File: src/verilog/datapathPkg.sv
package datapathPkg;

    // Width of the bus, the registers and every memory word.
    localparam int wordWidth = 32;

    // General purpose registers R0 to R15.
    localparam int regCount = 16;

    // Operations the ALU can perform. The opcode is mapped onto these in the ALU,
    // so several instructions share one operation.
    typedef enum logic [3:0] {
        add   = 4'd0,
        sub   = 4'd1,
        andOp = 4'd2,
        orOp  = 4'd3,
        shr   = 4'd4,
        shl   = 4'd5,
        neg   = 4'd6,
        notOp = 4'd7,
        inc   = 4'd8
    } aluOpT;

endpackage

File: src/verilog/registerFile.sv
`timescale 1ns/1ps

module registerFile (
    input  logic                                Clock,
    input  logic                                rstN,
    input  logic [datapathPkg::wordWidth-1:0]   busValue,
    input  logic [datapathPkg::regCount-1:0]    regWriteEn,
    input  logic [datapathPkg::regCount-1:0]    regReadEn,
    input  logic                                baOut,
    output logic [datapathPkg::wordWidth-1:0]   readData
);

    logic [datapathPkg::wordWidth-1:0] regs [datapathPkg::regCount];

    always_ff @(posedge Clock or negedge rstN) begin
        if (!rstN) begin
            for (int i = 0; i < datapathPkg::regCount; i++) begin
                regs[i] <= '0;
            end
        end else begin
            for (int i = 0; i < datapathPkg::regCount; i++) begin
                if (regWriteEn[i]) begin
                    regs[i] <= busValue;
                end
            end
        end
    end

    // The read enable is one-hot, so ORing the enabled registers selects one.
    // Under baOut R0 contributes nothing and the base reads as zero.
    always_comb begin
        readData = '0;
        for (int i = 0; i < datapathPkg::regCount; i++) begin
            if (regReadEn[i] && !(i == 0 && baOut)) begin
                readData = readData | regs[i];
            end
        end
    end

endmodule

File: config.mk
export PLATFORM = sky130hd
export DESIGN_NAME = registerFile
export DESIGN_NICKNAME = d
export VERILOG_FILES = /design/src/verilog/datapathPkg.sv /design/src/verilog/registerFile.sv
export SDC_FILE = /design/constraint.sdc
export NUM_CORES = 1
export LEC_CHECK = 0
export BUFFER_PORTS_ARGS = -buffer_cell sky130_fd_sc_hd__buf_4
export CELL_PAD_IN_SITES_DETAIL_PLACEMENT = 1
export CELL_PAD_IN_SITES_GLOBAL_PLACEMENT = 1
export CORE_UTILIZATION = 40
export CTS_CLUSTER_DIAMETER = 150
export DETAILED_ROUTE_END_ITERATION = 8
export PLACE_DENSITY = 0.62
export SYNTH_ARGS = -nofsm -noshare
export SYNTH_HDL_FRONTEND = slang
export SYNTH_SLANG_ARGS = --single-unit
File: constraint.sdc
create_clock -name Clock -period 3 [get_ports Clock]
set_clock_uncertainty 0.2 [all_clocks]
set_input_delay 0.3 -clock Clock [delete_from_list [all_inputs] [get_ports Clock]]
set_output_delay 0.3 -clock Clock [all_outputs]
set_load 0.02 [all_outputs]
* Word level (Yosys, flattened, before mapping)
Index checks and enable logic that the tools add are counted.
Widths: inputs -> output; s select.
** Storage, ports and cells
- Word-level logic and storage cells :: 49
- Output and inout bits :: 32
- Register bits after elaboration :: 512
** Operators by class
- Bitwise gates (word level) :: 15
- Multiplexer cells :: 16
- Reductions and logical operators :: 2
** Operator list (number)
- $mux 32 :: 16
- $or 32x32->32 :: 15
- $logic_and 1x1->1 :: 1
- $logic_not 1->1 :: 1

* Depth between registers and ports, before layout
Gate-level depths: netlist of the first run.
- Depth in word-level cells :: 33
- Mapped depth :: 4
- Depth with buffers taken out :: 3

* Worst setup path after synthesis of the first run
OpenSTA, ideal clock, no wires.
- Kind :: input -> output
- Start point :: input regReadEn[5] (netlist name)
- End point :: output readData[30] (netlist name)
- Stages :: 4
- Buffers on the path :: 1
- Arrival :: 1147 ps
- Setup slack :: 1353 ps
- Path through :: buf_2 a222oi_1 nand3_1 a211o_1
** On the way
- Longest elaborated chain between the ends :: 21
** RTL lines
- start: declaration :: line registerFile.sv:8 : input logic [datapathPkg::regCount-1:0] regReadEn,
- $mux 32 (*) :: line registerFile.sv:34 : if (regReadEn[i] && !(i == 0 && baOut)) begin
- $or 32x32->32 :: line registerFile.sv:35 : readData = readData | regs[i];
- $mux 32 (*) :: line registerFile.sv:34
- $or 32x32->32 :: line registerFile.sv:35
- $mux 32 (*) :: line registerFile.sv:34
- $or 32x32->32 :: line registerFile.sv:35
- $mux 32 (*) :: line registerFile.sv:34
- $or 32x32->32 :: line registerFile.sv:35
- [... 5 more ...]
- $or 32x32->32 :: line registerFile.sv:35
- $mux 32 (*) :: line registerFile.sv:34
- $or 32x32->32 :: line registerFile.sv:35
- $mux 32 (*) :: line registerFile.sv:34
- $or 32x32->32 :: line registerFile.sv:35
- $mux 32 (*) :: line registerFile.sv:34
- $or 32x32->32 :: line registerFile.sv:35
- $mux 32 (*) :: line registerFile.sv:34
- end: declaration :: line registerFile.sv:10 : output logic [datapathPkg::wordWidth-1:0] readData
Mark *: on every way between the ends. The rest lies on a longest branch, timed or not.

* Worst setup path after layout of the first run
- Start point :: register regs[383] (netlist name)
- End point :: output readData[31] (netlist name)
** On the way
- Longest elaborated chain between the ends :: 24
** RTL lines
- start: declaration :: line registerFile.sv:13 : logic [datapathPkg::wordWidth-1:0] regs [datapathPkg::regCount];
- start signal: indexed assignment :: line registerFile.sv:23 : regs[i] <= busValue;
- $or 32x32->32 (*) :: line registerFile.sv:35
- $mux 32 (*) :: line registerFile.sv:34
- $or 32x32->32 :: line registerFile.sv:35
- $mux 32 (*) :: line registerFile.sv:34
- $or 32x32->32 :: line registerFile.sv:35
- $mux 32 (*) :: line registerFile.sv:34
- $or 32x32->32 :: line registerFile.sv:35
- $mux 32 (*) :: line registerFile.sv:34
- [... 8 more ...]
- $or 32x32->32 :: line registerFile.sv:35
- $mux 32 (*) :: line registerFile.sv:34
- $or 32x32->32 :: line registerFile.sv:35
- $mux 32 (*) :: line registerFile.sv:34
- $or 32x32->32 :: line registerFile.sv:35
- $mux 32 (*) :: line registerFile.sv:34
- $or 32x32->32 :: line registerFile.sv:35
- $mux 32 (*) :: line registerFile.sv:34
Marked as above.

==> results of run 1 <==
==> path summary, 6_finish.rpt <==
path | startpoint | end | slack (ps)
setup / recovery | regs[383] | readData[31] | 520
hold / removal | rstN | regs[451] | 50
setup reg to reg | regs[72] | regs[72] | 1970
hold reg to reg | regs[70] | regs[70] | 290
max in group asynchronous | rstN | regs[456] | 1610
min in group Clock | regWriteEn[15] | regs[26] | 130
==> area by class of cell <==
| class | count | area (um^2) | area share [%] |
|---|---|---|---|
| antenna | 1 | 2.502 | 0.01003 |
| clock buffer | 84 | 1628 | 6.525 |
| clock inverter | 21 | 237.7 | 0.9529 |
| multi-input combinational | 833 | 8182 | 32.79 |
| sequential | 512 | 12810 | 51.35 |
| tap | 688 | 860.8 | 3.450 |
| timing repair buffer | 143 | 1226 | 4.915 |
==> layer usage <==
layer	vias up	track usage, %	wire, um
li1	5737	-	-
met4	0	6.714	1397
met5	-	0	0
met2	331	37.52	29700
met1	7436	33.39	28980
met3	95	2.786	2629
==> Yosys cell counts, drive strengths merged <==
| cell | count |
|---|---|
| dfrtp | 512 |
| mux2 | 512 |
| a22oi | 192 |
| clkbuf | 86 |
| buf | 59 |
| a211o | 32 |
| a222oi | 32 |
| nand3 | 32 |
| nand4 | 32 |
| nor2b | 1 |
==> per-stage QoR <==
step / hold slack (ps) / total power [mW] / cell area [um^2] / setup slack (ps)
after floorplan: -195.6 / 9.184 / 21630 / 1353
after global placement: 98.23 / 9.858 / 22750 / 845.5
after detailed placement: 108.4 / 9.962 / 22750 / 821.0
after CTS: 41.00 / 17.06 / 24950 / 476.1
after global routing: 74.81 / 17.56 / 24950 / 443.9
final: 49.09 / 16.87 / 24950 / 522.3
==> logic make-up after synthesis <==
logic type             Yosys count
DFF                            512
buffers and inverters          145
muxes                          512
and+or+nand+nor                 65
AOI/OAI and AO/OA              256
==> power groups by stage <==
stage	Clock (mW)	Sequential [mW]	Combinational, mW
6_report	7.01	7.96	1.90
5_1_grt	7.45	8.04	2.07
4_1_cts	7.18	7.95	1.93
3_5_place_dp	0	8.07	1.89
3_3_place_gp	0	8.03	1.83
2_1_floorplan	0	7.96	1.22
==> repair_timing <==
action,4_1_cts,5_1_grt
hold buffers,33,0
endpoints found under the hold margin,765,0
endpoints found under the setup margin,0,0
==> impl_metrics.env, run 1 <==
export IMPL_cp_depth=4
export IMPL_cp_end_kind="output port"
export IMPL_clock_sinks=512
export IMPL_clk_latency_ps=600
export IMPL_antenna_found_initial=1
export IMPL_final_common_cell="dfrtp_1"
export IMPL_synthSimpleGateAreaFrac_pct=1.695
export IMPL_start_kind="flip-flop"
export IMPL_synth_top_family_by_area="multiplexers"
export IMPL_instances_no_fill=2282
export IMPL_htreeDepth=2
export IMPL_io_buffers=98
export IMPL_power_share_sequential_pct=47.2
export IMPL_peakVddDrop_v=0.0004497
export IMPL_largest_reg_flops=512
export IMPL_max_freq_mhz=403.6
export IMPL_clkSlewWorstSetupHoldPaths_ps=60
export IMPL_hold_path_class="input pin to async pin"
export IMPL_fill_cells=5240
export IMPL_hold_viol_final=0
export IMPL_relSlewSlack_pct=46.47
export IMPL_root_buffer="clkbuf_16"
export IMPL_synth_area_per_cell_um2=14.51
export IMPL_p_sw_share_pct=25.01
export IMPL_cpLargestDelayFamily="compound AO/OA/AOI/OAI gates"
export IMPL_path_cells="a222oi_1 > nand3_1 > a211o_1 > buf_4"
export IMPL_worstPathMaxFanout=2
export IMPL_drive_gt1_share_pct=37.60
export IMPL_slew_violations=0
export IMPL_synth_compound_area_share_pct=9.442
export IMPL_synth_area_leaders="dfrtp_1 59%, mux2_2 21%, a22oi_1 6.7%"
export IMPL_io_pins=99
export IMPL_crit_buf_inv=1
export IMPL_yosysSeqAreaShare_pct=59.24
export IMPL_postCtsResizedCells=0
export IMPL_status="finished, final reports clean"
export IMPL_crit_slowest_cell="dfrtp_1"
export IMPL_ant_nets=0
export IMPL_synth_xor_area_share_pct=0
export IMPL_worst_setup_path_type="flip-flop to output port"
export IMPL_p_int_mw=12.65
export IMPL_grt_pass1_vias=14870
export IMPL_dp_cells=2143
export IMPL_final_cell_mix="512 x dfrtp_1, 400 x mux2_2, 192 x a22oi_1"
export IMPL_hpwl_um=32270
export IMPL_p_sw_mw=4.220
export IMPL_drt_first_pass_iters=6
export IMPL_grt_usage_pct=23.40
export IMPL_post_route_util_pct=47.10
export IMPL_combPwrFrac_pct=11.3
export IMPL_routed_wirelength_um=62710
export IMPL_crit_arrival_ps=1980
export IMPL_vias_per_cell=5.959
export IMPL_synth_cells=1490
export IMPL_synth_adder_area_share_pct=0
export IMPL_yosys_warnings=0
export IMPL_worst_ep_required_time_ps=2500
export IMPL_p_leak_nw=10.28
export IMPL_cpPeakStageDelay_ps=370
export IMPL_die_y_um=234.5
export IMPL_setup_viol=0
export IMPL_rsz0062_at_grt="no"
export IMPL_final_nets=1613
export IMPL_synth_top_area_share_pct=59.24
export IMPL_largest_register="regs"
export IMPL_setup_tns_ps=0
export IMPL_synthMuxAreaShare_pct=26.66
export IMPL_via_count=13600
export IMPL_row_count=84
export IMPL_wl_per_cell_um=27.48
export IMPL_numCtsBuffers=56
export IMPL_drc=0
export IMPL_drt_first_iter_violations=1028
export IMPL_max_cap_violations=0
export IMPL_ys_types=13
export IMPL_place_congestion=0.7217
export IMPL_reg2reg_depth=1
export IMPL_grt_pass1_wl_um=95140
export IMPL_period_share_pct=82.59
export IMPL_synth_nets=1557
export IMPL_cts_tree="built"
export IMPL_reg_largest_list="regs (512)"
export IMPL_core_area_mm2=0.05297
export IMPL_start_util_pct=40.83
export IMPL_overflow=0
export IMPL_die_x_um=234.5
export IMPL_postCtsSetupRepairBufs=0
export IMPL_die_area_mm2=0.05500
export IMPL_worst_slew_pin_slew_ps=802.9
export IMPL_yosys_area_top_type="dfrtp_1"
export IMPL_min_period_ps=2478
export IMPL_powerDensity_mw_per_mm2=676.4
export IMPL_power_share_clock_pct=41.6
export IMPL_ys_ff_latch=512
export IMPL_syn2layout_area_growth_pct=15.36
export IMPL_grt_max_degree=95
export IMPL_syn_area_mm2=0.02163
export IMPL_cts_buffer_depth=3
(Power assumes the default switching activity.)
==> inputs of run 2 (changes only) <==
- PLACE_DENSITY: 0.62 -> 0.64
- clock period: 3 -> 2.1 ns (I/O delays scaled with it)
==> run 2 against run 1 <==
The run now ends with setup timing left. Non-clock buffer count is 63 higher. Clock power is 38% higher. Design area is 3.7% higher. Sequential share of layout area is 1.8 points lower.
==> impl_metrics.env, run 2 (same netlist as run 1, synthesis figures left out) <==
export IMPL_grt_usage_pct=23.93
export IMPL_overflow=0
export IMPL_worst_ep_required_time_ps=1690
export IMPL_drc=0
export IMPL_htreeDepth=2
export IMPL_core_area_mm2=0.05297
export IMPL_power_share_sequential_pct=47.6
export IMPL_drive_gt1_share_pct=39.45
export IMPL_die_x_um=234.5
export IMPL_final_nets=1675
export IMPL_syn2layout_area_growth_pct=19.60
export IMPL_grt_pass1_wl_um=97680
export IMPL_vias_per_cell=5.920
export IMPL_relSlewSlack_pct=29.43
export IMPL_via_count=13850
export IMPL_power_mw=23.98
export IMPL_drt_first_iter_violations=1053
export IMPL_drt_first_pass_iters=5
export IMPL_crit_arrival_ps=2050
export IMPL_die_y_um=234.5
export IMPL_io_pins=99
export IMPL_numCtsBuffers=55
export IMPL_ant_nets=0
export IMPL_cts_buffer_depth=3
export IMPL_place_congestion=0.7383
export IMPL_reg_largest_list="regs (512)"
export IMPL_root_buffer="clkbuf_16"
export IMPL_fill_cells=5204
export IMPL_powerDensity_mw_per_mm2=926.9
export IMPL_min_period_ps=2464
export IMPL_p_sw_share_pct=24.83
export IMPL_worst_setup_path_type="flip-flop to output port"
export IMPL_worst_slew_pin_slew_ps=1056
export IMPL_clk_latency_ps=610
export IMPL_status="complete, but fails checks"
export IMPL_clock_sinks=512
export IMPL_worst_slack_ps=-363.7
export IMPL_routed_wirelength_um=63710
export IMPL_hold_path_class="input pin to async pin"
export IMPL_combPwrFrac_pct=12.2
export IMPL_max_cap_violations=0
export IMPL_violations="setup timing"
export IMPL_peakVddDrop_v=0.0006540
export IMPL_start_kind="flip-flop"
export IMPL_largest_reg_flops=512
export IMPL_max_freq_mhz=405.9
export IMPL_rsz0062_at_grt="yes"
export IMPL_hold_viol_final=0
export IMPL_slew_violations=0
export IMPL_wl_per_cell_um=27.24
export IMPL_stdcell_area_mm2=0.02587
export IMPL_worstPathMaxFanout=2
export IMPL_die_area_mm2=0.05500
export IMPL_cts_tree="built"
export IMPL_setup_viol=32
export IMPL_final_cell_mix="512 x dfrtp_1, 400 x mux2_2, 178 x a22oi_1"
export IMPL_power_share_clock_pct=40.3
export IMPL_final_common_cell="dfrtp_1"
export IMPL_post_route_util_pct=48.83
export IMPL_io_buffers=98
export IMPL_antenna_found_initial=1
export IMPL_grt_pass1_vias=15390
export IMPL_cp_end_kind="output port"
export IMPL_row_count=84
export IMPL_hpwl_um=36080
export IMPL_p_sw_mw=5.953
export IMPL_start_util_pct=40.83
export IMPL_post_dp_cell_area_mm2=0.02330
export IMPL_clkSlewWorstSetupHoldPaths_ps=60
export IMPL_grt_max_degree=93
export IMPL_period_share_pct=117.3
export IMPL_largest_register="regs"
export IMPL_p_int_mw=18.02
export IMPL_p_leak_nw=10.69
run 2: worst paths after layout:
check / endpoint / startpoint / slack, ps / cells past startpoint
max: readData[26] / regs[410] / -360 / 4
min: regs[168] / rstN / 20 / 3
max reg2reg: regs[484] / regs[484] / 560 / 2
min reg2reg: regs[116] / regs[116] / 290 / 1
max in group asynchronous: regs[179] / rstN / 1110 / 4
min in group Clock: regs[116] / regs[116] / 290 / 1
run 2: cell type report:
class                           count  area, um^2  share of cell area [%]
Sequential cell                   512       12810                   49.53
Clock inverter                      8       108.9                  0.4208
Multi-Input combinational cell    833        8252                   31.90
Timing Repair Buffer              206        2127                   8.223
Clock buffer                       91        1703                   6.583
Tap cell                          688       860.8                   3.328
Antenna cell                        1       2.502                0.009674
run 2: stage by stage:
stage	setup TNS [ps]	hold WS, ps	setup WS, ps	std cells
after global placement	-1082	-87.18	-109.5	2183
after global routing	-9153	38.79	-406.1	2339
final	-6399	23.24	-363.7	2339
after floorplan	0	-285.6	618.6	1490
after CTS	-7712	14.81	-385.1	2337
after detailed placement	-1258	-79.71	-134.5	2183
run 2: critical path, cell delays in order (launching register included):
cell and delay [ps]:
dfrtp_1 380, a222oi_1 490, nand3_1 160, a211o_1 270
buf_6 140
run 2: repair_timing:
action                                  in CTS  in global routing
endpoints found under the setup margin      32                 32
cloned                                       0                  0
endpoints found under the hold margin     1024                  0
resized for setup                           40                  6
setup buffers                                3                  1
hold buffers                                52                  0
pin swaps                                   58                 24
run 2: power groups by stage:
| stage | Clock [mW] | Combinational, mW | Sequential (mW) |
|---|---|---|---|
| after floorplan | 0 | 1.74 | 11.4 |
| after global placement | 0 | 2.73 | 11.5 |
| after detailed placement | 0 | 2.82 | 11.5 |
| after CTS | 9.91 | 2.95 | 11.4 |
| after global routing | 10.3 | 3.16 | 11.5 |
| final | 9.65 | 2.92 | 11.4 |
run 2: layer usage:
metal	global-route usage, %	vias to the layer above	wire length, um
li1	-	5873	-
met1	33.00	7535	28790
met2	39.07	338	30570
met3	3.416	101	2872
met4	7.218	0	1484
met5	0	-	0
