[src/verilog/datapathPkg.sv]
package datapathPkg;

    // Width of the bus, the registers and every memory word.
    localparam int wordWidth = 32;

    // General purpose registers R0 to R15.
    localparam int regCount = 16;

    // Operations the ALU can perform. The opcode is mapped onto these in the ALU,
    // so several instructions share one operation.
    typedef enum logic [3:0] {
        add   = 4'd0,
        sub   = 4'd1,
        andOp = 4'd2,
        orOp  = 4'd3,
        shr   = 4'd4,
        shl   = 4'd5,
        neg   = 4'd6,
        notOp = 4'd7,
        inc   = 4'd8
    } aluOpT;

endpackage

[src/verilog/isaPkg.sv]
package isaPkg;

    // Width of the sign-extended constant field in the immediate format.
    localparam int constBits = 19;

    typedef enum logic [4:0] {
        ld    = 5'b00000,
        ldi   = 5'b00001,
        st    = 5'b00010,
        add   = 5'b00011,
        sub   = 5'b00100,
        andOp = 5'b00101,
        orOp  = 5'b00110,
        shr   = 5'b01001,
        shl   = 5'b01011,
        addi  = 5'b01100,
        andi  = 5'b01101,
        ori   = 5'b01110,
        neg   = 5'b10001,
        notOp = 5'b10010
    } opcodeT;

    // Three-register format used by the ALU instructions.
    typedef struct packed {
        opcodeT      opcode;
        logic [3:0]  ra;
        logic [3:0]  rb;
        logic [3:0]  rc;
        logic [14:0] unused;
    } rFmtT;

    // Register plus constant format used by loads, stores and immediates.
    typedef struct packed {
        opcodeT                 opcode;
        logic [3:0]             ra;
        logic [3:0]             rb;
        logic [constBits-1:0]   c;
    } iFmtT;

    typedef union packed {
        rFmtT rFmt;
        iFmtT iFmt;
    } instrT;

endpackage

[src/verilog/selectEncode.sv]
`timescale 1ns/1ps

module selectEncode (
    input  isaPkg::instrT                          ir,
    input  logic                                   gra,
    input  logic                                   grb,
    input  logic                                   grc,
    input  logic                                   rIn,
    input  logic                                   rOut,
    input  logic                                   baOut,
    output logic [datapathPkg::regCount-1:0]       regWriteEn,
    output logic [datapathPkg::regCount-1:0]       regReadEn,
    output logic [datapathPkg::wordWidth-1:0]      cSignExt
);

    localparam int selBits = $clog2(datapathPkg::regCount);

    logic [selBits-1:0]               regSel;
    logic                             anySel;
    logic [datapathPkg::regCount-1:0] regDecoded;

    // The testbench raises at most one of the selects, so an AND-OR mux suffices.
    assign regSel = ({selBits{gra}} & ir.rFmt.ra)
                  | ({selBits{grb}} & ir.rFmt.rb)
                  | ({selBits{grc}} & ir.rFmt.rc);

    assign anySel = gra | grb | grc;

    always_comb begin
        regDecoded = '0;
        if (anySel) begin
            regDecoded[regSel] = 1'b1;
        end
    end

    assign regWriteEn = rIn ? regDecoded : '0;
    assign regReadEn  = (rOut | baOut) ? regDecoded : '0;

    // Constant field taken through the immediate view and widened to a full word.
    assign cSignExt = {{(datapathPkg::wordWidth - isaPkg::constBits){ir.iFmt.c[isaPkg::constBits-1]}},
                       ir.iFmt.c};

endmodule

[config.mk]
export PLATFORM = sky130hd
export DESIGN_NAME = selectEncode
export DESIGN_NICKNAME = d
export VERILOG_FILES = /design/src/verilog/datapathPkg.sv /design/src/verilog/isaPkg.sv /design/src/verilog/selectEncode.sv
export SDC_FILE = /design/constraint.sdc
export NUM_CORES = 1
export LEC_CHECK = 0
export BUFFER_PORTS_ARGS = -buffer_cell sky130_fd_sc_hd__buf_2
export CAP_MARGIN = 15
export CORE_MARGIN = 8
export CORE_UTILIZATION = 24
export DETAILED_ROUTE_END_ITERATION = 6
export PLACE_DENSITY = 0.81
export SLEW_MARGIN = 20
export SYNTH_ARGS = -nofsm -noshare
export SYNTH_HDL_FRONTEND = slang
export SYNTH_SLANG_ARGS = --single-unit
export TNS_END_PERCENT = 10
[constraint.sdc]
create_clock -name vclk -period 1.8
set_clock_uncertainty 0.1 [all_clocks]
set_input_delay 0.36 -clock vclk [all_inputs]
set_output_delay 0.36 -clock vclk [all_outputs]
set_load 0.02 [all_outputs]
* Word level (Yosys, flattened, before mapping) *
Cells that the tools add are included.

word-level totals
  word-level logic and storage cells = 16
  bits of input ports = 38
  output and inout port bits = 64
  register bits after elaboration = 0

operators by class
  $lt $le $gt $ge = 2
  reductions and logical operators = 1
  bitwise operators = 8
  multiplexer cells = 5

operators with widths
  cell                                                                   count
  16-bit two-way mux                                                     3
  4-bit AND                                                              3
  4-bit bitwise OR                                                       2
  4-bit by 5-bit < comparator with 1-bit output, second input constant   1
  1-bit demux with 4-bit select                                          1
  4-bit by 1-bit >= comparator with 1-bit output, second input constant  1
  1-bit bitwise OR                                                       3
  1-bit logical AND                                                      1
  1-bit two-way mux                                                      1

* Longest topological paths before layout *
Gate-level depths: netlist (run 1).

  depth after elaboration = 9
  mapped depth = 4
  depth with buffers taken out = 3

* Worst setup path after synthesis (run 1) *
Ideal clock, no wire load.

  path kind = input-to-output
  from = input port ir[26] (netlist bit)
  to = output port regReadEn[6] (netlist bit)
  arrival time = 1.796 ns
  path buffers = 1
  required time = 1.340 ns
  setup slack = -0.456 ns
  stages on the path = 4
  path through = a222oi_1 > o31ai_1 > buf_2 > nor3_1

on the way
  cells in the longest elaborated chain, start to end = 9
  elaborated cells on any way between the ends = 10
  those cells by class = 2 x order compare; 4 x mux; 3 x bitwise; 1 x reduce/logical

ends and longest elaborated chain
  what                                                                                                                                   line                source
  from (decl)                                                                                                                            selectEncode.sv:4   input isaPkg::instrT ir,
  4-bit AND *                                                                                                                            selectEncode.sv:23  assign regSel = ({selBits{gra}} & ir.rFmt.ra)
  4-bit bitwise OR *                                                                                                                     selectEncode.sv:24  | ({selBits{grb}} & ir.rFmt.rb)
  4-bit bitwise OR *                                                                                                                     selectEncode.sv:25  | ({selBits{grc}} & ir.rFmt.rc);
  4-bit by 5-bit < comparator with 1-bit output (not written as such) or 4-bit by 1-bit >= comparator with 1-bit output (tied branches)  selectEncode.sv:32  regDecoded[regSel] = 1'b1;
  1-bit logical AND (not written as such)                                                                                                selectEncode.sv:32
  1-bit two-way mux (not written as such)                                                                                                selectEncode.sv:32
  1-bit demux with 4-bit select *                                                                                                        selectEncode.sv:32
  16-bit two-way mux *                                                                                                                   selectEncode.sv:31  if (anySel) begin
  16-bit two-way mux *                                                                                                                   selectEncode.sv:37  assign regReadEn = (rOut | baOut) ? regDecoded : '0;
  to (decl)                                                                                                                              selectEncode.sv:12  output logic [datapathPkg::regCount-1:0] regReadEn,

Mark *: on every way between the ends. The rest lies on a longest branch, timed or not.

* Worst setup path in the final report (run 1) *
  from = input port gra
  to = output port regReadEn[12] (netlist bit)

on the way
  cells in the longest elaborated chain, start to end = 9
  elaborated cells on any way between the ends = 12
  those cells by class = 2 x order compare; 4 x mux; 5 x bitwise; 1 x reduce/logical

ends and longest elaborated chain
  what                                                                                                                                   line                source
  from (decl)                                                                                                                            selectEncode.sv:5   input logic gra,
  4-bit AND                                                                                                                              selectEncode.sv:23
  4-bit bitwise OR                                                                                                                       selectEncode.sv:24
  4-bit bitwise OR                                                                                                                       selectEncode.sv:25
  4-bit by 5-bit < comparator with 1-bit output (not written as such) or 4-bit by 1-bit >= comparator with 1-bit output (tied branches)  selectEncode.sv:32
  1-bit logical AND (not written as such)                                                                                                selectEncode.sv:32
  1-bit two-way mux (not written as such)                                                                                                selectEncode.sv:32
  1-bit demux with 4-bit select                                                                                                          selectEncode.sv:32
  16-bit two-way mux *                                                                                                                   selectEncode.sv:31
  16-bit two-way mux *                                                                                                                   selectEncode.sv:37

Marks and branches as above.

==> metrics.txt, run 1 <==
status complete, but fails checks; failing checks negative setup slack; RePlAce Congestion 0.677; total power 0.378 mW; Core Box Area 2130 um2; main area contributors after synthesis buf_4 (46%), nor3_1 (15%), nor2_1 (12%), a222oi_1 (7.7%), or3b_1 (3.4%); Slew @ Worst Pin approximately 0.38 ns; final setup fails 32; post-synth net total 121; CP required between 1 and 1.5 ns; DR DRC count 0; fin crit period 2.17 ns; post-DP HPWL 1980 um; GRT overflow 0; first-pass GRT wire length around 4100 um; initial antenna violation count 0; area leader, netlist buf_4; setup TNS -8.99 ns; Hold Crit Endpoint cSignExt[8]; Finished Core Util 57.2%; clk_buf instances 0; Rows 17; Vias/cell 4.70; Initial Util 24.4%; chip height around 62 um; largest net degree at the start of global routing 15; Filler cells 193; top-count cell post-synth buf_4; final antenna-violating net count 0; Mean Syn Cell Area 6.24 um2; Syn Std Cell Area ~520 um2; Ys Warns 0; GR Util All Layers 12.0%; Seq/Total Area, Yosys 0%; die area 3900 um2; worst IR drop on VDD 0.241 mV; top cell type's share of synthesized area 46.4%; Routed WL 2500 um; sequential cell count 0; worst hold stages 0; most frequent cells after synthesis buf_4 (32), nor2_1 (16), nor3_1 (16); Layout area overhead 135%; Die W 62.5 um; number of hold buffers added after cts 0; Final period util 121%; crit path capture type output port; Nets 178; PnR worst setup slack -0.370 ns; Data arrival, critical path between 1.5 and 2 ns; fmax 461 MHz; max-cap violations 0; port bufs 67; WS Path Type in2out; fraction of layout cells with a size suffix above 1 89.9%; library cells used by synthesis 17; First-pass DRT Iterations 4; normalized max-slew margin between 70% and 80%; worst-path fanout max 6; Pleak 0.599 nW; crit start category input port; HP Class in2out; power per cell area 310 nW/um2; drt wl/cell 15.1 um; post-synthesis instance total 83; antenna fix cells 0; Hold Startpoint ir[8]; unrepaired setup endpoints after global routing yes; I/O Pins 102; vias in the first global route 928; Reg area 0 um2; initial DRC count 17; Fin. Hold Viols 0; Max Slew Vio Count 0; via count roughly 780
metal layers:
metal  track usage (%)  vias up  wire (um)
met5                 0        -          0
met4              3.13        0         34
met3              3.58        8        210
met2              24.5       46       1420
met1              11.0      361        835
li1                  -      366          -
worst max-delay path: stages:
cell and delay [ns]:
buf_8 0.11, a222oi_1 0.36, buf_4 0.20, or3b_4 0.45, nor2_4 0.11, buf_6 0.12
cells by family after synthesis:
family / count (synthesis) / synth area share [%]
buf+inv: 34 / 48.1
simple gates: 42 / 40.3
compound gates: 7 / 11.6
metrics by stage:
stage / std cells / hold WS (ns) / setup slack (ns) / cell area (um2)
floorplan: 83 / 0.733 / -0.342 / 683
global placement: 164 / 0.620 / -0.410 / 973
detailed placement: 164 / 0.620 / -0.448 / 973
CTS: 166 / 0.620 / -0.342 / 1160
global route: 166 / 0.620 / -0.419 / 1220
finish: 166 / 0.620 / -0.370 / 1220
worst max-delay path by stage:
stage | startpoint | to
3_3_place_gp | gra | regReadEn[11]
5_1_grt | gra | regWriteEn[14]
3_5_place_dp | gra | regReadEn[12]
4_1_cts | gra | regReadEn[12]
6_report | gra | regReadEn[12]
2_1_floorplan | gra | regReadEn[1]
power by group:
| group | total [mW] | internal (mW) | switching (mW) |
|---|---|---|---|
| Combinational | 0.378 | 0.166 | 0.212 |
| Sequential | 0 | 0 | 0 |
| Clock | 0 | 0 | 0 |
| Total | 0.378 | 0.166 | 0.212 |
cells in the final DEF, fill, tap and decap left out, types with 2 or more instances in the layout:
cell / instances
buf_4: 30
or2b_4: 2
a222oi_1: 4
buf_6: 20
buf_8: 2
nor2_2: 4
nor3_2: 5
or3b_4: 2
buf_2: 36
nor2_1: 6
nor2_4: 6
nand2_1: 2
nor3_4: 10
final cells by class:
| class | instances | area, um2 | area share [%] |
|---|---|---|---|
| Multi-Input combinational cell | 49 | 502 | 41.2 |
| Tap cell | 28 | 35.0 | 2.88 |
| Timing Repair Buffer | 89 | 681 | 55.9 |
repair_timing:
action / in CTS / in global routing
pin swaps: 12 / 6
setup buffers: 2 / 0
gates cloned: 0 / 0
resized for setup: 56 / 13
endpoints found under the hold margin: 0 / 0
endpoints found under the setup margin: 32 / 32
No activity file was read; power rests on OpenSTA's default activity.
==> inputs of run 2 (changes only) <==
--- a/config.mk
+++ b/config.mk
@@ -7,10 +7,12 @@
 export LEC_CHECK = 0
 export BUFFER_PORTS_ARGS = -buffer_cell sky130_fd_sc_hd__buf_2
 export CAP_MARGIN = 15
+export CELL_PAD_IN_SITES_DETAIL_PLACEMENT = 0
+export CELL_PAD_IN_SITES_GLOBAL_PLACEMENT = 1
 export CORE_MARGIN = 8
-export CORE_UTILIZATION = 24
+export CORE_UTILIZATION = 12
 export DETAILED_ROUTE_END_ITERATION = 6
-export PLACE_DENSITY = 0.81
+export PLACE_DENSITY_LB_ADDON = 0.1
 export SLEW_MARGIN = 20
 export SYNTH_ARGS = -nofsm -noshare
 export SYNTH_HDL_FRONTEND = slang
==> run 2 against run 1 <==
The run still ends with negative setup slack left. Combinational power increased by 2%. Die area increased by 71%. Power increased by 1.7%. Cell area increased by 5.9%. Hold slack about the same. Sequential cell count unchanged. First-iteration DRC count increased by 18%. Maximum frequency decreased by 2.6%. Critical path depth unchanged. Clock-buffer cell count unchanged. Critical endpoint is now regReadEn[14]. Largest cell class unchanged.
==> metrics.txt, run 2 (same netlist as run 1, synthesis figures left out) <==
Core Box Area 4260 um2 (+100%); port bufs 67 (unchanged); final setup fails 32 (unchanged); first-pass GRT wire length 4090 um (-1.3%); clk_buf instances 0 (unchanged); via count 732 (-6.3%); GR Util All Layers 7.36% (-4.6 points); total power 0.384 mW (+1.7%); worst IR drop on VDD 0.0929 mV (-62%); failing checks negative setup slack; Placement Cell Area 1040 um2 (+6.7%); drt wl/cell 13.6 um (-9.6%); Die W 81.7 um (+31%); HP Class in2out; antenna fix cells 0 (unchanged); Initial Util 12.1% (-12 points); die area 6670 um2 (+71%); status complete, but fails checks; fraction of layout cells with a size suffix above 1 89.7% (-0.15 points); Vias/cell 3.89 (-17%); Routed WL 2560 um (+2.4%); Slew @ Worst Pin 0.430 ns (+0.0496 ns); post-DP HPWL 2300 um (+16%); Final period util 124% (+3.2 points); crit path to regReadEn[14]; power per cell area 298 nW/um2 (-3.9%); sequential cell count 0 (unchanged); fin area 1290 um2 (+5.9%); leading cell type in the layout, fill and taps excluded buf_2; crit path capture type output port; GRT overflow 0 (unchanged); Layout area overhead 149%; largest net degree at the start of global routing 11 (-4); worst-path fanout max 6 (unchanged); Nets 176 (-1.1%); PnR worst setup slack -0.427 ns (-0.0568 ns); crit start category input port; WS Path Type in2out; CP required 1.34 ns (about the same); DR DRC count 0 (unchanged); I/O Pins 102 (unchanged); RePlAce Congestion 0.683 (+0.93%); vias in the first global route 824 (-11%); Finished Core Util 30.2% (-27 points); chip height 81.7 um (+31%); Filler cells 462 (+140%); Fin. Hold Viols 0 (unchanged); most frequent cells in the layout buf_2 (30), buf_4 (28), buf_6 (23), nor3_4 (10), nor2_2 (7); Rows 24 (+7); final antenna-violating net count 0 (unchanged); Reg area 0 um2 (unchanged); First-pass DRT Iterations 4 (unchanged); initial DRC count 20 (+3); area occupied by multi-input gates 489 um2 (-2.5%); fin crit period 2.23 ns (+0.0568 ns); max-cap violations 0 (unchanged); fmax 449 MHz (-2.6%); Data arrival, critical path 1.77 ns (+0.06 ns); beginning of the critical path gra; initial antenna violation count 0 (unchanged); Max Slew Vio Count 0 (unchanged); Pleak 0.607 nW (+1.3%); unrepaired setup endpoints after global routing yes; normalized max-slew margin 71.3% (-3.3 points); number of hold buffers added after cts 0 (unchanged)
==> run 2: power by group <==
part           internal [mW]  switching [mW]  total [mW]
clock                      0               0           0
combinational          0.176           0.209       0.384
sequential                 0               0           0
==> run 2: timing repair <==
item | in CTS | in global routing
pin swaps | 15 | 1
gates resized for setup | 67 | 5
setup buffers | 2 | 0
endpoints found under the setup margin | 32 | 32
gates cloned | 0 | 0
==> run 2: layout make-up <==
type               instances  area share, %
repair buffers            87           57.0
multi-input cells         49           38.0
well taps                 52           5.05
==> run 2: critical path, cell delays in order <==
cell and delay (ns):
buf_8 0.10, a222oi_1 0.41, buf_4 0.21, or3b_4 0.44, nor2_2 0.12, buf_6 0.12
==> run 2: worst min-delay path by stage <==
stage / startpoint / endpoint / cells past startpoint
6_report: ir[9] / cSignExt[9] / 0
5_1_grt: ir[9] / cSignExt[9] / 0
4_1_cts: ir[2] / cSignExt[2] / 0
3_5_place_dp: ir[2] / cSignExt[2] / 0
3_3_place_gp: ir[2] / cSignExt[2] / 0
2_1_floorplan: ir[0] / cSignExt[0] / 1
==> run 2: per-layer routing <==
layer,global-route usage (%),vias to the layer above,share of wire [%]
met5,0,-,0
met4,0,0,0
met3,1.86,0,12
met2,13.0,52,46
met1,9.35,318,42
li1,-,362,-
==> run 2: per-stage QoR <==
step / hold slack [ns] / cells / setup TNS, ns / setup WS, ns
global route: 0.620 / 188 / -11.07 / -0.474
floorplan: 0.733 / 83 / -9.38 / -0.342
global placement: 0.620 / 186 / -12.20 / -0.486
finish: 0.620 / 188 / -8.89 / -0.427
CTS: 0.620 / 188 / -8.40 / -0.388
detailed placement: 0.620 / 186 / -13.08 / -0.483
==> inputs of run 3 (changes only) <==
--- a/config.mk
+++ b/config.mk
@@ -10,9 +10,9 @@
 export CELL_PAD_IN_SITES_DETAIL_PLACEMENT = 0
 export CELL_PAD_IN_SITES_GLOBAL_PLACEMENT = 1
 export CORE_MARGIN = 8
-export CORE_UTILIZATION = 12
+export CORE_UTILIZATION = 14
 export DETAILED_ROUTE_END_ITERATION = 6
-export PLACE_DENSITY_LB_ADDON = 0.1
+export PLACE_DENSITY = 0.94
 export SLEW_MARGIN = 20
 export SYNTH_ARGS = -nofsm -noshare
 export SYNTH_HDL_FRONTEND = slang
==> constraint.sdc (replaced) <==
create_clock -name vclk -period 2.08
set_clock_uncertainty 0.1 [all_clocks]
set_input_delay 0.416 -clock vclk [all_inputs]
set_output_delay 0.416 -clock vclk [all_outputs]
set_load 0.02 [all_outputs]
==> run 3 against run 2 <==
The flow still finishes with violations (negative setup slack). First-iteration DRC count increased by 40%. Cell area increased by 4.9%. Critical path depth did not move. Non-clock buffer count did not move. Sequential cell count unchanged. Cell count shrank 2.1%. Hold slack improved by 0.11 ns. Sequential share of layout area did not move.
==> metrics.txt, run 3 (same netlist as run 1, synthesis figures left out) <==
status complete, but fails checks; failing checks negative setup slack; Pleak 0.632 nW (+4.0%); Reg area 0 um2 (unchanged); unrepaired setup endpoints after global routing yes; critical path cell sequence buf_8 -> a222oi_1 -> buf_4 -> or3b_4 -> nor2_4 -> buf_6; First-pass DRT Iterations 4 (unchanged); crit start category input port; Die W 76.8 um (-6.0%); drt wl/cell 14.3 um (+4.8%); power per cell area 263 nW/um2 (-12%); Filler cells 381 (-18%); DR DRC count 0 (unchanged); sequential cell count 0 (unchanged); worst IR drop on VDD 0.116 mV (+25%); die area 5900 um2 (-12%); GR Util All Layers 8.52% (+1.2 points); leading cell type in the layout, fill and taps excluded buf_2; first-pass GRT wire length 4420 um (+7.9%); fmax approximately 440 MHz; Data arrival, critical path 1.76 ns (about the same); area occupied by multi-input gates 524 um2 (+7.2%); slowest CP cell or3b_4; I/O Pins 102 (unchanged); Nets 176 (unchanged); HP Class in2out; initial DRC count 28 (+40%); PnR worst setup slack -0.192 ns (+0.235 ns); final setup fails 32 (unchanged); Rows 22 (-8.3%); Layout area overhead 161%; slowest cell delay on critical path 0.45 ns (about the same); normalized max-slew margin 78.7% (+7.4 points); fin crit period 2.27 ns; number of hold buffers added after cts 0 (unchanged); Slew @ Worst Pin 0.318 ns (-0.112 ns); RePlAce Congestion 0.682 (-0.18%); chip height 76.8 um (-6.0%); Vias/cell 4.29 (+10%); Final period util 109%; Fin. Hold Viols 0 (unchanged); largest net degree at the start of global routing 9 (-2); Routed WL 2620 um (+2.5%); hold_ws 0.732 ns (+0.112 ns); worst-path fanout max 6 (unchanged); final antenna-violating net count 0 (unchanged); CP required 1.56 ns (+0.22 ns); vias in the first global route 893 (+8.4%); WS Path Type in2out; Max Slew Vio Count 0 (unchanged); port bufs 67 (unchanged); crit path capture type output port; initial antenna violation count 0 (unchanged); pre-CTS setup slack -0.303 ns (+0.180 ns); via count 789 (+7.8%); antenna fix cells 0 (unchanged); fraction of layout cells with a size suffix above 1 91.2% (+1.5 points); GRT overflow 0 (unchanged); Core Box Area 3610 um2 (-15%); clk_buf instances 0 (unchanged); post-DP HPWL 2100 um (-8.7%); max-cap violations 0 (unchanged); most frequent cells in the layout buf_2 (32), buf_6 (25), buf_4 (22), nor3_4 (11), nor2_4 (7); Initial Util 14.4% (+2.2 points)
run 3: cell types whose count changed in the layout (fill, tap and decap cells not counted), moves of 2 or more:
cell	change
buf_6	+2
buf_4	-6
nor2_2	-4
nor2_4	+4
buf_2	+2
run 3: timing repair:
item                       4_1_cts  5_1_grt
setup buffers                    3        1
pin swaps                       25        8
setup endpoints to repair       32       32
cloned                           1        0
resized for setup               71       11
run 3: report_power, final:
part,internal [mW],leakage (nW),switching [mW]
clock network,0,0,0
registers,0,0,0
logic,0.164,0.632,0.192
run 3: final timing paths:
kind                  startpoint             end  slack, ns  depth (start not counted)
worst max-delay path         gra  regWriteEn[11]      -0.19                          6
worst min-delay path      ir[11]    cSignExt[11]       0.73                          0
run 3: cell type report:
class,instances,area share [%]
timing repair buffer,87,56.8
tap,48,4.44
multi-input combinational,49,38.8
run 3: critical path, delay by kind of cell:
kind            cells  cell delay (ns)
compound gates      1             0.36
buf+inv             3             0.43
simple gates        2             0.55
run 3: through the flow:
step,total power [mW],utilization (%),std cells,TNS [ns],cell area [um2]
2_1_floorplan,0.215,-,83,-4.15,683
3_5_place_dp,0.283,28.0,179,-6.92,1010
3_3_place_gp,0.280,28.0,179,-7.51,1010
5_1_grt,0.382,37.5,184,-6.81,1350
4_1_cts,0.356,36.4,183,-4.21,1310
6_report,0.356,37.5,184,-3.76,1350
run 3: routing by layer:
metal / up-vias / global-route usage, % / routed length, um
met5: - / 0 / 0
met4: 0 / 1.92 / 27
met3: 2 / 2.33 / 221
met2: 48 / 15.0 / 1360
met1: 368 / 9.87 / 1020
li1: 371 / - / -
